## src/common/axi2per_pkg.sv

```systemverilog
package axi2per_pkg;

  // ****************************************
  // Widths with a meaning
  // ****************************************

  // AXI side
  typedef logic [2:0]  axi_id_t;
  typedef logic [31:0] axi_addr_t;
  typedef logic [63:0] axi_data_t;
  typedef logic [7:0]  axi_strb_t;
  typedef logic [1:0]  axi_resp_t;

  // Peripheral side
  typedef logic [31:0] per_addr_t;
  typedef logic [31:0] per_data_t;
  typedef logic [3:0]  per_be_t;

  // ****************************************
  // Constants
  // ****************************************

  // AXI response codes
  localparam axi_resp_t RESP_OKAY   = 2'd0;
  localparam axi_resp_t RESP_SLVERR = 2'd2;

  // Peripheral memory, 32-bit words
  localparam int unsigned MEM_WORDS = 64;
  // Word index width, bits 7:2 of the byte address
  localparam int unsigned MEM_IDX_W = $clog2(MEM_WORDS);

  // ****************************************
  // Channel payloads
  // ****************************************

  // Address channel, same layout for AW and AR
  typedef struct packed {
    axi_id_t   id;
    axi_addr_t addr;
  } axi_ax_t;

  // Write data channel
  typedef struct packed {
    axi_data_t data;
    axi_strb_t strb;
  } axi_w_t;

  // Read data channel
  typedef struct packed {
    axi_id_t   id;
    axi_data_t data;
    axi_resp_t resp;
    logic      last;
  } axi_r_t;

  // Write response channel
  typedef struct packed {
    axi_id_t   id;
    axi_resp_t resp;
  } axi_b_t;

  // Peripheral request, wen high means read
  typedef struct packed {
    per_addr_t add;
    logic      wen;
    per_data_t wdata;
    per_be_t   be;
  } per_req_t;

  // Peripheral response, opc high flags an error
  typedef struct packed {
    logic      opc;
    per_data_t rdata;
  } per_resp_t;

  // Context handed from request to response channel
  typedef struct packed {
    logic    wen;
    axi_id_t id;
    logic    lane;
  } trans_t;

endpackage

```

## src/axi2per/axi2per_req_channel.sv

```systemverilog
`timescale 1ns/1ps

module axi2per_req_channel (
  input  logic                   clk_i,
  input  logic                   rst_ni,

  // AXI address and write data
  input  logic                   aw_valid_i,
  input  axi2per_pkg::axi_ax_t   aw_i,
  output logic                   aw_ready_o,
  input  logic                   w_valid_i,
  input  axi2per_pkg::axi_w_t    w_i,
  output logic                   w_ready_o,
  input  logic                   ar_valid_i,
  input  axi2per_pkg::axi_ax_t   ar_i,
  output logic                   ar_ready_o,

  // Peripheral request
  output logic                   per_req_o,
  output axi2per_pkg::per_req_t  per_req_data_o,
  input  logic                   per_gnt_i,

  // Context to the response channel
  output logic                   trans_req_o,
  output axi2per_pkg::trans_t    trans_o,
  input  logic                   trans_done_i
);

  // Idle: accept, Request: drive bus, Wait: response in progress
  typedef enum logic [1:0] {
    Idle,
    Request,
    Wait
  } state_e;

  state_e state_d, state_q;

  // Request payload and context, loaded on the AXI handshake
  axi2per_pkg::per_req_t req_d, req_q;
  axi2per_pkg::trans_t   trans_d, trans_q;
  logic                  load;

  // Write needs both AW and W present
  logic wr_pending;
  // Lane picked by address bit 2
  logic wr_lane;
  logic rd_lane;

  assign wr_pending = aw_valid_i & w_valid_i;
  assign wr_lane    = aw_i.addr[2];
  assign rd_lane    = ar_i.addr[2];

  // ****************************************
  // Acceptance and next state
  // ****************************************

  always_comb begin
    state_d    = state_q;
    aw_ready_o = 1'b0;
    w_ready_o  = 1'b0;
    ar_ready_o = 1'b0;
    load       = 1'b0;
    req_d      = req_q;
    trans_d    = trans_q;

    unique case (state_q)
      Idle: begin
        // Writes win over reads
        if (wr_pending) begin
          aw_ready_o    = 1'b1;
          w_ready_o     = 1'b1;
          load          = 1'b1;
          req_d.add     = aw_i.addr;
          req_d.wen     = 1'b0;
          // Upper or lower half of the AXI word
          req_d.wdata   = wr_lane ? w_i.data[63:32] : w_i.data[31:0];
          req_d.be      = wr_lane ? w_i.strb[7:4] : w_i.strb[3:0];
          trans_d.wen   = 1'b0;
          trans_d.id    = aw_i.id;
          trans_d.lane  = wr_lane;
          state_d       = Request;
        end else if (ar_valid_i) begin
          ar_ready_o    = 1'b1;
          load          = 1'b1;
          req_d.add     = ar_i.addr;
          req_d.wen     = 1'b1;
          // No write data on a read
          req_d.wdata   = '0;
          req_d.be      = '1;
          trans_d.wen   = 1'b1;
          trans_d.id    = ar_i.id;
          trans_d.lane  = rd_lane;
          state_d       = Request;
        end
      end

      Request: begin
        // Hold request until granted
        if (per_gnt_i) begin
          state_d = Wait;
        end
      end

      Wait: begin
        // Next transaction only after the R or B handshake
        if (trans_done_i) begin
          state_d = Idle;
        end
      end

      default: state_d = Idle;
    endcase
  end

  // ****************************************
  // Registers
  // ****************************************

  always_ff @(posedge clk_i, negedge rst_ni) begin
    if (!rst_ni) begin
      state_q <= Idle;
    end else begin
      state_q <= state_d;
    end
  end

  // Payload
  always_ff @(posedge clk_i) begin
    if (load) begin
      req_q   <= req_d;
      trans_q <= trans_d;
    end
  end

  // Outputs
  assign per_req_o      = (state_q == Request);
  assign per_req_data_o = req_q;
  // Context goes out in the grant cycle
  assign trans_req_o    = per_req_o & per_gnt_i;
  assign trans_o        = trans_q;

  // ****************************************
  // Checks
  // ****************************************

  // Completion only comes back while waiting for it
  assert property (@(posedge clk_i) disable iff (!rst_ni)
      trans_done_i |-> state_q == Wait)
    else $error("Completion arrived outside Wait");

endmodule

```

## src/axi2per/axi2per_res_channel.sv

```systemverilog
`timescale 1ns/1ps

module axi2per_res_channel (
  input  logic                   clk_i,
  input  logic                   rst_ni,

  // Peripheral response
  input  logic                   per_r_valid_i,
  input  axi2per_pkg::per_resp_t per_r_resp_i,

  // Context from the request channel
  input  logic                   trans_req_i,
  input  axi2per_pkg::trans_t    trans_i,

  // AXI read data
  output logic                   r_valid_o,
  output axi2per_pkg::axi_r_t    r_o,
  input  logic                   r_ready_i,

  // AXI write response
  output logic                   b_valid_o,
  output axi2per_pkg::axi_b_t    b_o,
  input  logic                   b_ready_i,

  // Completion back to the request channel
  output logic                   trans_done_o
);

  typedef enum logic {
    Idle,
    Pending
  } state_e;

  state_e state_d, state_q;

  // Latched context and answer
  axi2per_pkg::trans_t    trans_q;
  axi2per_pkg::per_resp_t resp_q;

  axi2per_pkg::axi_resp_t resp_code;
  axi2per_pkg::axi_data_t r_data;

  // ****************************************
  // Response shaping
  // ****************************************

  // Error flag maps to SLVERR
  assign resp_code = resp_q.opc ? axi2per_pkg::RESP_SLVERR : axi2per_pkg::RESP_OKAY;

  // Lane 0 fills the low half, lane 1 the high half
  always_comb begin
    if (trans_q.lane) begin
      r_data = {resp_q.rdata, axi2per_pkg::per_data_t'('0)};
    end else begin
      r_data = {axi2per_pkg::per_data_t'('0), resp_q.rdata};
    end
  end

  // Single beat, last always set
  assign r_o.id   = trans_q.id;
  assign r_o.data = r_data;
  assign r_o.resp = resp_code;
  assign r_o.last = 1'b1;

  assign b_o.id   = trans_q.id;
  assign b_o.resp = resp_code;

  // Valid held in Pending until the handshake
  // wen high selects the R channel
  assign r_valid_o = (state_q == Pending) & trans_q.wen;
  assign b_valid_o = (state_q == Pending) & ~trans_q.wen;

  assign trans_done_o = (r_valid_o & r_ready_i) | (b_valid_o & b_ready_i);

  // ****************************************
  // FSM
  // ****************************************

  always_comb begin
    state_d = state_q;
    unique case (state_q)
      Idle: begin
        if (per_r_valid_i) begin
          state_d = Pending;
        end
      end
      Pending: begin
        if (trans_done_o) begin
          state_d = Idle;
        end
      end
      default: state_d = Idle;
    endcase
  end

  always_ff @(posedge clk_i, negedge rst_ni) begin
    if (!rst_ni) begin
      state_q <= Idle;
    end else begin
      state_q <= state_d;
    end
  end

  // Context and answer capture
  always_ff @(posedge clk_i) begin
    if (trans_req_i) begin
      trans_q <= trans_i;
    end
    if (per_r_valid_i) begin
      resp_q <= per_r_resp_i;
    end
  end

  // ****************************************
  // Checks
  // ****************************************

  // Only one response outstanding at a time
  assert property (@(posedge clk_i) disable iff (!rst_ni)
      per_r_valid_i |-> state_q == Idle)
    else $error("Peripheral response arrived while busy");

  // Pending answer keeps its payload until the handshake
  assert property (@(posedge clk_i) disable iff (!rst_ni)
      state_q == Pending && !trans_done_o |=> $stable(r_o) && $stable(b_o))
    else $error("R or B payload changed before the handshake");

endmodule

```

## src/verilog/axi2per_top.sv

```systemverilog
`timescale 1ns/1ps

module axi2per_top (
  input  logic                 clk_i,
  input  logic                 rst_ni,

  // AXI slave port
  input  logic                 aw_valid_i,
  input  axi2per_pkg::axi_ax_t aw_i,
  output logic                 aw_ready_o,
  input  logic                 w_valid_i,
  input  axi2per_pkg::axi_w_t  w_i,
  output logic                 w_ready_o,
  input  logic                 ar_valid_i,
  input  axi2per_pkg::axi_ax_t ar_i,
  output logic                 ar_ready_o,
  output logic                 r_valid_o,
  output axi2per_pkg::axi_r_t  r_o,
  input  logic                 r_ready_i,
  output logic                 b_valid_o,
  output axi2per_pkg::axi_b_t  b_o,
  input  logic                 b_ready_i
);

  // ****************************************
  // Internal wiring
  // ****************************************

  // Peripheral bus
  logic                   per_req;
  axi2per_pkg::per_req_t  per_req_data;
  logic                   per_gnt;
  logic                   per_r_valid;
  axi2per_pkg::per_resp_t per_resp;

  // Transaction context and completion
  logic                   trans_req;
  axi2per_pkg::trans_t    trans;
  logic                   trans_done;

  // Producer, AXI requests to peripheral requests
  axi2per_req_channel i_req_channel (
    .clk_i          (clk_i),
    .rst_ni         (rst_ni),
    .aw_valid_i     (aw_valid_i),
    .aw_i           (aw_i),
    .aw_ready_o     (aw_ready_o),
    .w_valid_i      (w_valid_i),
    .w_i            (w_i),
    .w_ready_o      (w_ready_o),
    .ar_valid_i     (ar_valid_i),
    .ar_i           (ar_i),
    .ar_ready_o     (ar_ready_o),
    .per_req_o      (per_req),
    .per_req_data_o (per_req_data),
    .per_gnt_i      (per_gnt),
    .trans_req_o    (trans_req),
    .trans_o        (trans),
    .trans_done_i   (trans_done)
  );

  // Peripheral target
  per_mem_bank i_mem_bank (
    .clk_i      (clk_i),
    .rst_ni     (rst_ni),
    .req_i      (per_req),
    .req_data_i (per_req_data),
    .gnt_o      (per_gnt),
    .r_valid_o  (per_r_valid),
    .r_resp_o   (per_resp)
  );

  // Consumer, peripheral answers to R and B
  axi2per_res_channel i_res_channel (
    .clk_i         (clk_i),
    .rst_ni        (rst_ni),
    .per_r_valid_i (per_r_valid),
    .per_r_resp_i  (per_resp),
    .trans_req_i   (trans_req),
    .trans_i       (trans),
    .r_valid_o     (r_valid_o),
    .r_o           (r_o),
    .r_ready_i     (r_ready_i),
    .b_valid_o     (b_valid_o),
    .b_o           (b_o),
    .b_ready_i     (b_ready_i),
    .trans_done_o  (trans_done)
  );

endmodule

```

## src/verilog/per_mem_bank.sv

```systemverilog
`timescale 1ns/1ps

module per_mem_bank (
  input  logic                   clk_i,
  input  logic                   rst_ni,

  // Request side
  input  logic                   req_i,
  input  axi2per_pkg::per_req_t  req_data_i,
  output logic                   gnt_o,

  // Response one cycle after grant
  output logic                   r_valid_o,
  output axi2per_pkg::per_resp_t r_resp_o
);

  // Word storage
  axi2per_pkg::per_data_t mem_q [axi2per_pkg::MEM_WORDS];

  logic [axi2per_pkg::MEM_IDX_W-1:0] idx;
  logic                              in_range;
  logic                              access;
  logic                              r_valid_q;
  axi2per_pkg::per_resp_t            resp_q;

  // Single target, always ready
  assign gnt_o  = req_i;
  assign access = req_i & gnt_o;

  // Word index from bits 7:2
  assign idx      = req_data_i.add[axi2per_pkg::MEM_IDX_W+1:2];
  // Byte address must fall inside the bank
  assign in_range = req_data_i.add <
                    axi2per_pkg::per_addr_t'(axi2per_pkg::MEM_WORDS * 4);

  // ****************************************
  // Storage and response
  // ****************************************

  always_ff @(posedge clk_i, negedge rst_ni) begin
    if (!rst_ni) begin
      r_valid_q <= 1'b0;
      for (int unsigned i = 0; i < axi2per_pkg::MEM_WORDS; i++) begin
        mem_q[i] <= '0;
      end
    end else begin
      r_valid_q <= access;
      // Byte-enabled write, dropped when out of range
      if (access && !req_data_i.wen && in_range) begin
        for (int unsigned b = 0; b < 4; b++) begin
          if (req_data_i.be[b]) begin
            mem_q[idx][8*b +: 8] <= req_data_i.wdata[8*b +: 8];
          end
        end
      end
    end
  end

  // Answer payload
  always_ff @(posedge clk_i) begin
    if (access) begin
      resp_q.opc <= ~in_range;
      // Read data only for an in-range read
      if (in_range && req_data_i.wen) begin
        resp_q.rdata <= mem_q[idx];
      end else begin
        resp_q.rdata <= '0;
      end
    end
  end

  assign r_valid_o = r_valid_q;
  assign r_resp_o  = resp_q;

  // ****************************************
  // Checks
  // ****************************************

  // One grant gives a response pulse of exactly one cycle
  assert property (@(posedge clk_i) disable iff (!rst_ni)
      r_valid_o |=> !r_valid_o)
    else $error("Response valid longer than one cycle");

endmodule
```

## config.mk

```make
export PLATFORM = sky130hd
export DESIGN_NAME = axi2per_top
export DESIGN_NICKNAME = d
export VERILOG_FILES = /design/src/common/axi2per_pkg.sv /design/src/axi2per/axi2per_req_channel.sv /design/src/axi2per/axi2per_res_channel.sv /design/src/verilog/axi2per_top.sv /design/src/verilog/per_mem_bank.sv
export SDC_FILE = /design/constraint.sdc
export NUM_CORES = 2
export LEC_CHECK = 0
export BUFFER_PORTS_ARGS = -buffer_cell sky130_fd_sc_hd__buf_4
export CORE_AREA = 2 2 294 586
export CTS_BUF_LIST = sky130_fd_sc_hd__clkbuf_4 sky130_fd_sc_hd__clkbuf_8
export DETAILED_ROUTE_END_ITERATION = 16
export DIE_AREA = 0 0 296 588
export PLACE_DENSITY = 0.85
export SLEW_MARGIN = 20
export SYNTH_ARGS = -nofsm -noshare
export SYNTH_HDL_FRONTEND = slang
export SYNTH_SLANG_ARGS = --single-unit
```

## constraint.sdc

```tcl
create_clock -name clk_i -period 15.6 [get_ports clk_i]
set_input_delay 2.34 -clock clk_i [delete_from_list [all_inputs] [get_ports clk_i]]
set_output_delay 2.34 -clock clk_i [all_outputs]
set_load 0.01 [all_outputs]
```

==> qor.txt <==
Vertical extent of the die: 588 um
Worst IR drop on VDD: 130 uV
Overall routed net length: 298000 um
Via count of the routed design: 67000
Number of unique standard cell types used by synthesis: 60
Layout net count: 7630
Post-detailed-route wirelength per cell: 29.9 um
Grt total ovfl: 0
Number of detailed-routing iterations run before antenna repair: 7
Min Tclk post-route: 6400 ps
CTS tree: yes
Endpoint arrival time on the critical path: 4060 ps
DRT iter0 DRCs: 6168
Cell at the root of the clock tree: clkbuf_8
Worst-Margin Slew: 1340 ps
Worst clock skew on the final layout: 66.9 ps
Antenna violations before repair: 13
Status: completed
Critical path peak fanout: 67
Power density over cell area: 116 nW/um^2
Kind of capture point of the worst setup path: output port
#FFs+latches synth: 2193
Commonest cells in the synthesized netlist: 2079 x mux2_2, 2052 x dfrtp_1, 519 x mux2i_1
Total Power: 12.8 mW
Sequential fraction of the synthesis area: 54.9%
Detailed-route vias per instance: 6.72
Layout cell share with drive strength beyond 1: 43.5%
Count of input and output buffers: 221
Beginning of the critical path: aw_valid_i
Multi-input gate area: 43100 um^2
Worst hold start: i_req_channel.trans_o[3]
Aggregate negative setup slack: 0 ps
Die span in x: 296 um
Core ar.: 170000 um^2
Vias in the first global route: 70900
Setup Fix Bufs, Post-CTS: 0
Max-slew violations: 0
Effective utilization at floorplan: 59.6%
Crit start category: input pin
Most frequent cell after synthesis: mux2_2
Global-route wire length before repair: 443000 um
Top Ports: 229
Final critical-path share of the clock period: 41.1%
Clock transition time at the flip-flop clock pins of the worst setup and hold paths: 70 ps
Number of synthesized flops with an enable pin: 141
Count of clock tree sinks: 2193
Number of placement rows: 214
Maximum Capacitance Violations: 0
Storage element area: 55600 um^2
Average cell area after synthesis: 13.6 um^2
Ranking of synthesized cells by area: dfrtp_1 51%, mux2_2 23%, mux2i_1 5.1%
Filler Cells Inserted: 11800
Number of gates given a new drive strength after cts: 0
Leakage power total: 54.1 nW
H-tree levels: 5
Most used flip-flop cell after synthesis: dfrtp_1
Number of hold violations in the final report: 0
Total number of yosys warnings: 0
Share of synthesized flip-flops with an asynchronous set or reset: 93.6%
Clock insertion delay at the later pin of the skew report: 980 ps
Area leader, netlist: dfrtp_1
Worst Path Class, Setup: in2out
HPWL reported at the end of detailed placement: 190000 um
Largest net degree at the start of global routing: 215
Class of the tightest hold or removal check: reg2reg
Remaining DRCs: 0
Post-CTS Hold Buffers: 0
RePlAce Congestion: 0.929
Required time at the endpoint of the critical path: 13260 ps
Relative slew slack: 10.1%
Netlist area before placement: 101000 um^2
Area Growth Syn to Fin: 9.57%
Number of endpoints failing setup at the final stage: 0
Origin of the critical flop-to-flop path: i_req_channel.per_req_data_o[41]
Max Clk Rate: 0.156 GHz
Share of the synthesized area in the top cell type: 50.7%
Post-Syn Instances: 7427
Die ar.: 174000 um^2
Remaining number of nets flagged by the antenna check after routing: 0
Max clock buf depth: 4
Number of CTS-inserted buffers: 296
RSZ-0062 raised after global routing: no
Total global-route track usage: 34.3%
worst max-delay path, cell delays in order:
cell    delay, ps
buf_4         110
and2_2        180
buf_4         300
inv_2          90
buf_4         670
nor3_1        160
buf_4         200
layout make-up:
class | instances | area share [%]
diodes | 5 | 0.0113
clock buffers | 464 | 5.17
clock inverters | 50 | 0.422
inverters | 10 | 0.0361
multi-input cells | 4599 | 38.9
flip-flops and latches | 2193 | 50.1
well taps | 2268 | 2.56
repair buffers | 381 | 2.81
final timing paths:
| kind | slack (ps) | end | cells past startpoint |
|---|---|---|---|
| setup / recovery | 9200 | w_ready_o | 7 |
| hold / removal | 400 | i_res_channel.b_o[4] | 0 |
| setup reg to reg | 9390 | i_mem_bank.r_resp_o[14] | 9 |
| hold reg to reg | 400 | i_res_channel.b_o[4] | 0 |
| max in group asynchronous | 10690 | i_mem_bank.mem_q[1941] | 5 |
| min in group asynchronous | 1440 | i_mem_bank.mem_q[160] | 1 |
registers in the layout, summed over array words and instances (netlist names):
| signal | flops |
|---|---|
| i_req_channel.state_q | 2 |
| i_res_channel.b_o | 3 |
| i_res_channel.resp_q | 33 |
| i_mem_bank.r_valid_o | 1 |
| i_res_channel.trans_q | 2 |
| i_req_channel.per_req_data_o | 66 |
| i_mem_bank.r_resp_o | 33 |
| i_mem_bank.mem_q | 2048 |
| i_req_channel.trans_o | 4 |
| i_res_channel.state_q | 1 |
power breakdown:
group	internal [mW]	switching, mW
clock network	2.46	2.16
registers	5.87	0.101
logic	0.528	1.71
total	8.87	3.98
per-layer routing:
metal / GRT usage (%) / routed length, um / part of all wire, % / vias up
met5: 0 / 123 / 0.041 / -
met4: 30.7 / 29900 / 10 / 16
met3: 7.68 / 23300 / 7.8 / 1190
li1: - / - / - / 27800
met2: 55.5 / 146000 / 49 / 3279
met1: 37.7 / 99300 / 33 / 34800
placed cells by master (no fill, tap or decap), types with 105 or more instances in the layout:
| cell type | instances |
|---|---|
| a21oi_1 | 146 |
| a221o_1 | 107 |
| a221oi_1 | 144 |
| buf_4 | 362 |
| clkbuf_4 | 105 |
| clkbuf_8 | 359 |
| dfrtp_1 | 2051 |
| edfxtp_1 | 141 |
| mux2_2 | 2079 |
| mux2i_1 | 519 |
| nand2_1 | 154 |
| nand2_2 | 245 |
| nand3b_1 | 159 |
| o22ai_1 | 144 |
through the flow:
step | worst slack, ps | hold slack (ps) | instances | cell area, um^2 | utilization, %
after floorplan | 7320 | 400 | 7428 | 101000 | -
after global placement | 9210 | 402 | 9445 | 104000 | 61.6
after detailed placement | 9180 | 405 | 9445 | 105000 | 61.6
after CTS | 9170 | 398 | 9959 | 111000 | 65.2
after global routing | 9070 | 425 | 9966 | 111000 | 65.3
final | 9200 | 403 | 9970 | 111000 | 65.3
kinds of logic after synthesis:
family	synth area share [%]
other cells	0.00742
mux	29.4
compound gates	7.66
simple gates	5.29
buf+inv	2.76
flops	54.9
Note: power is estimated with default switching activity, not from simulation.
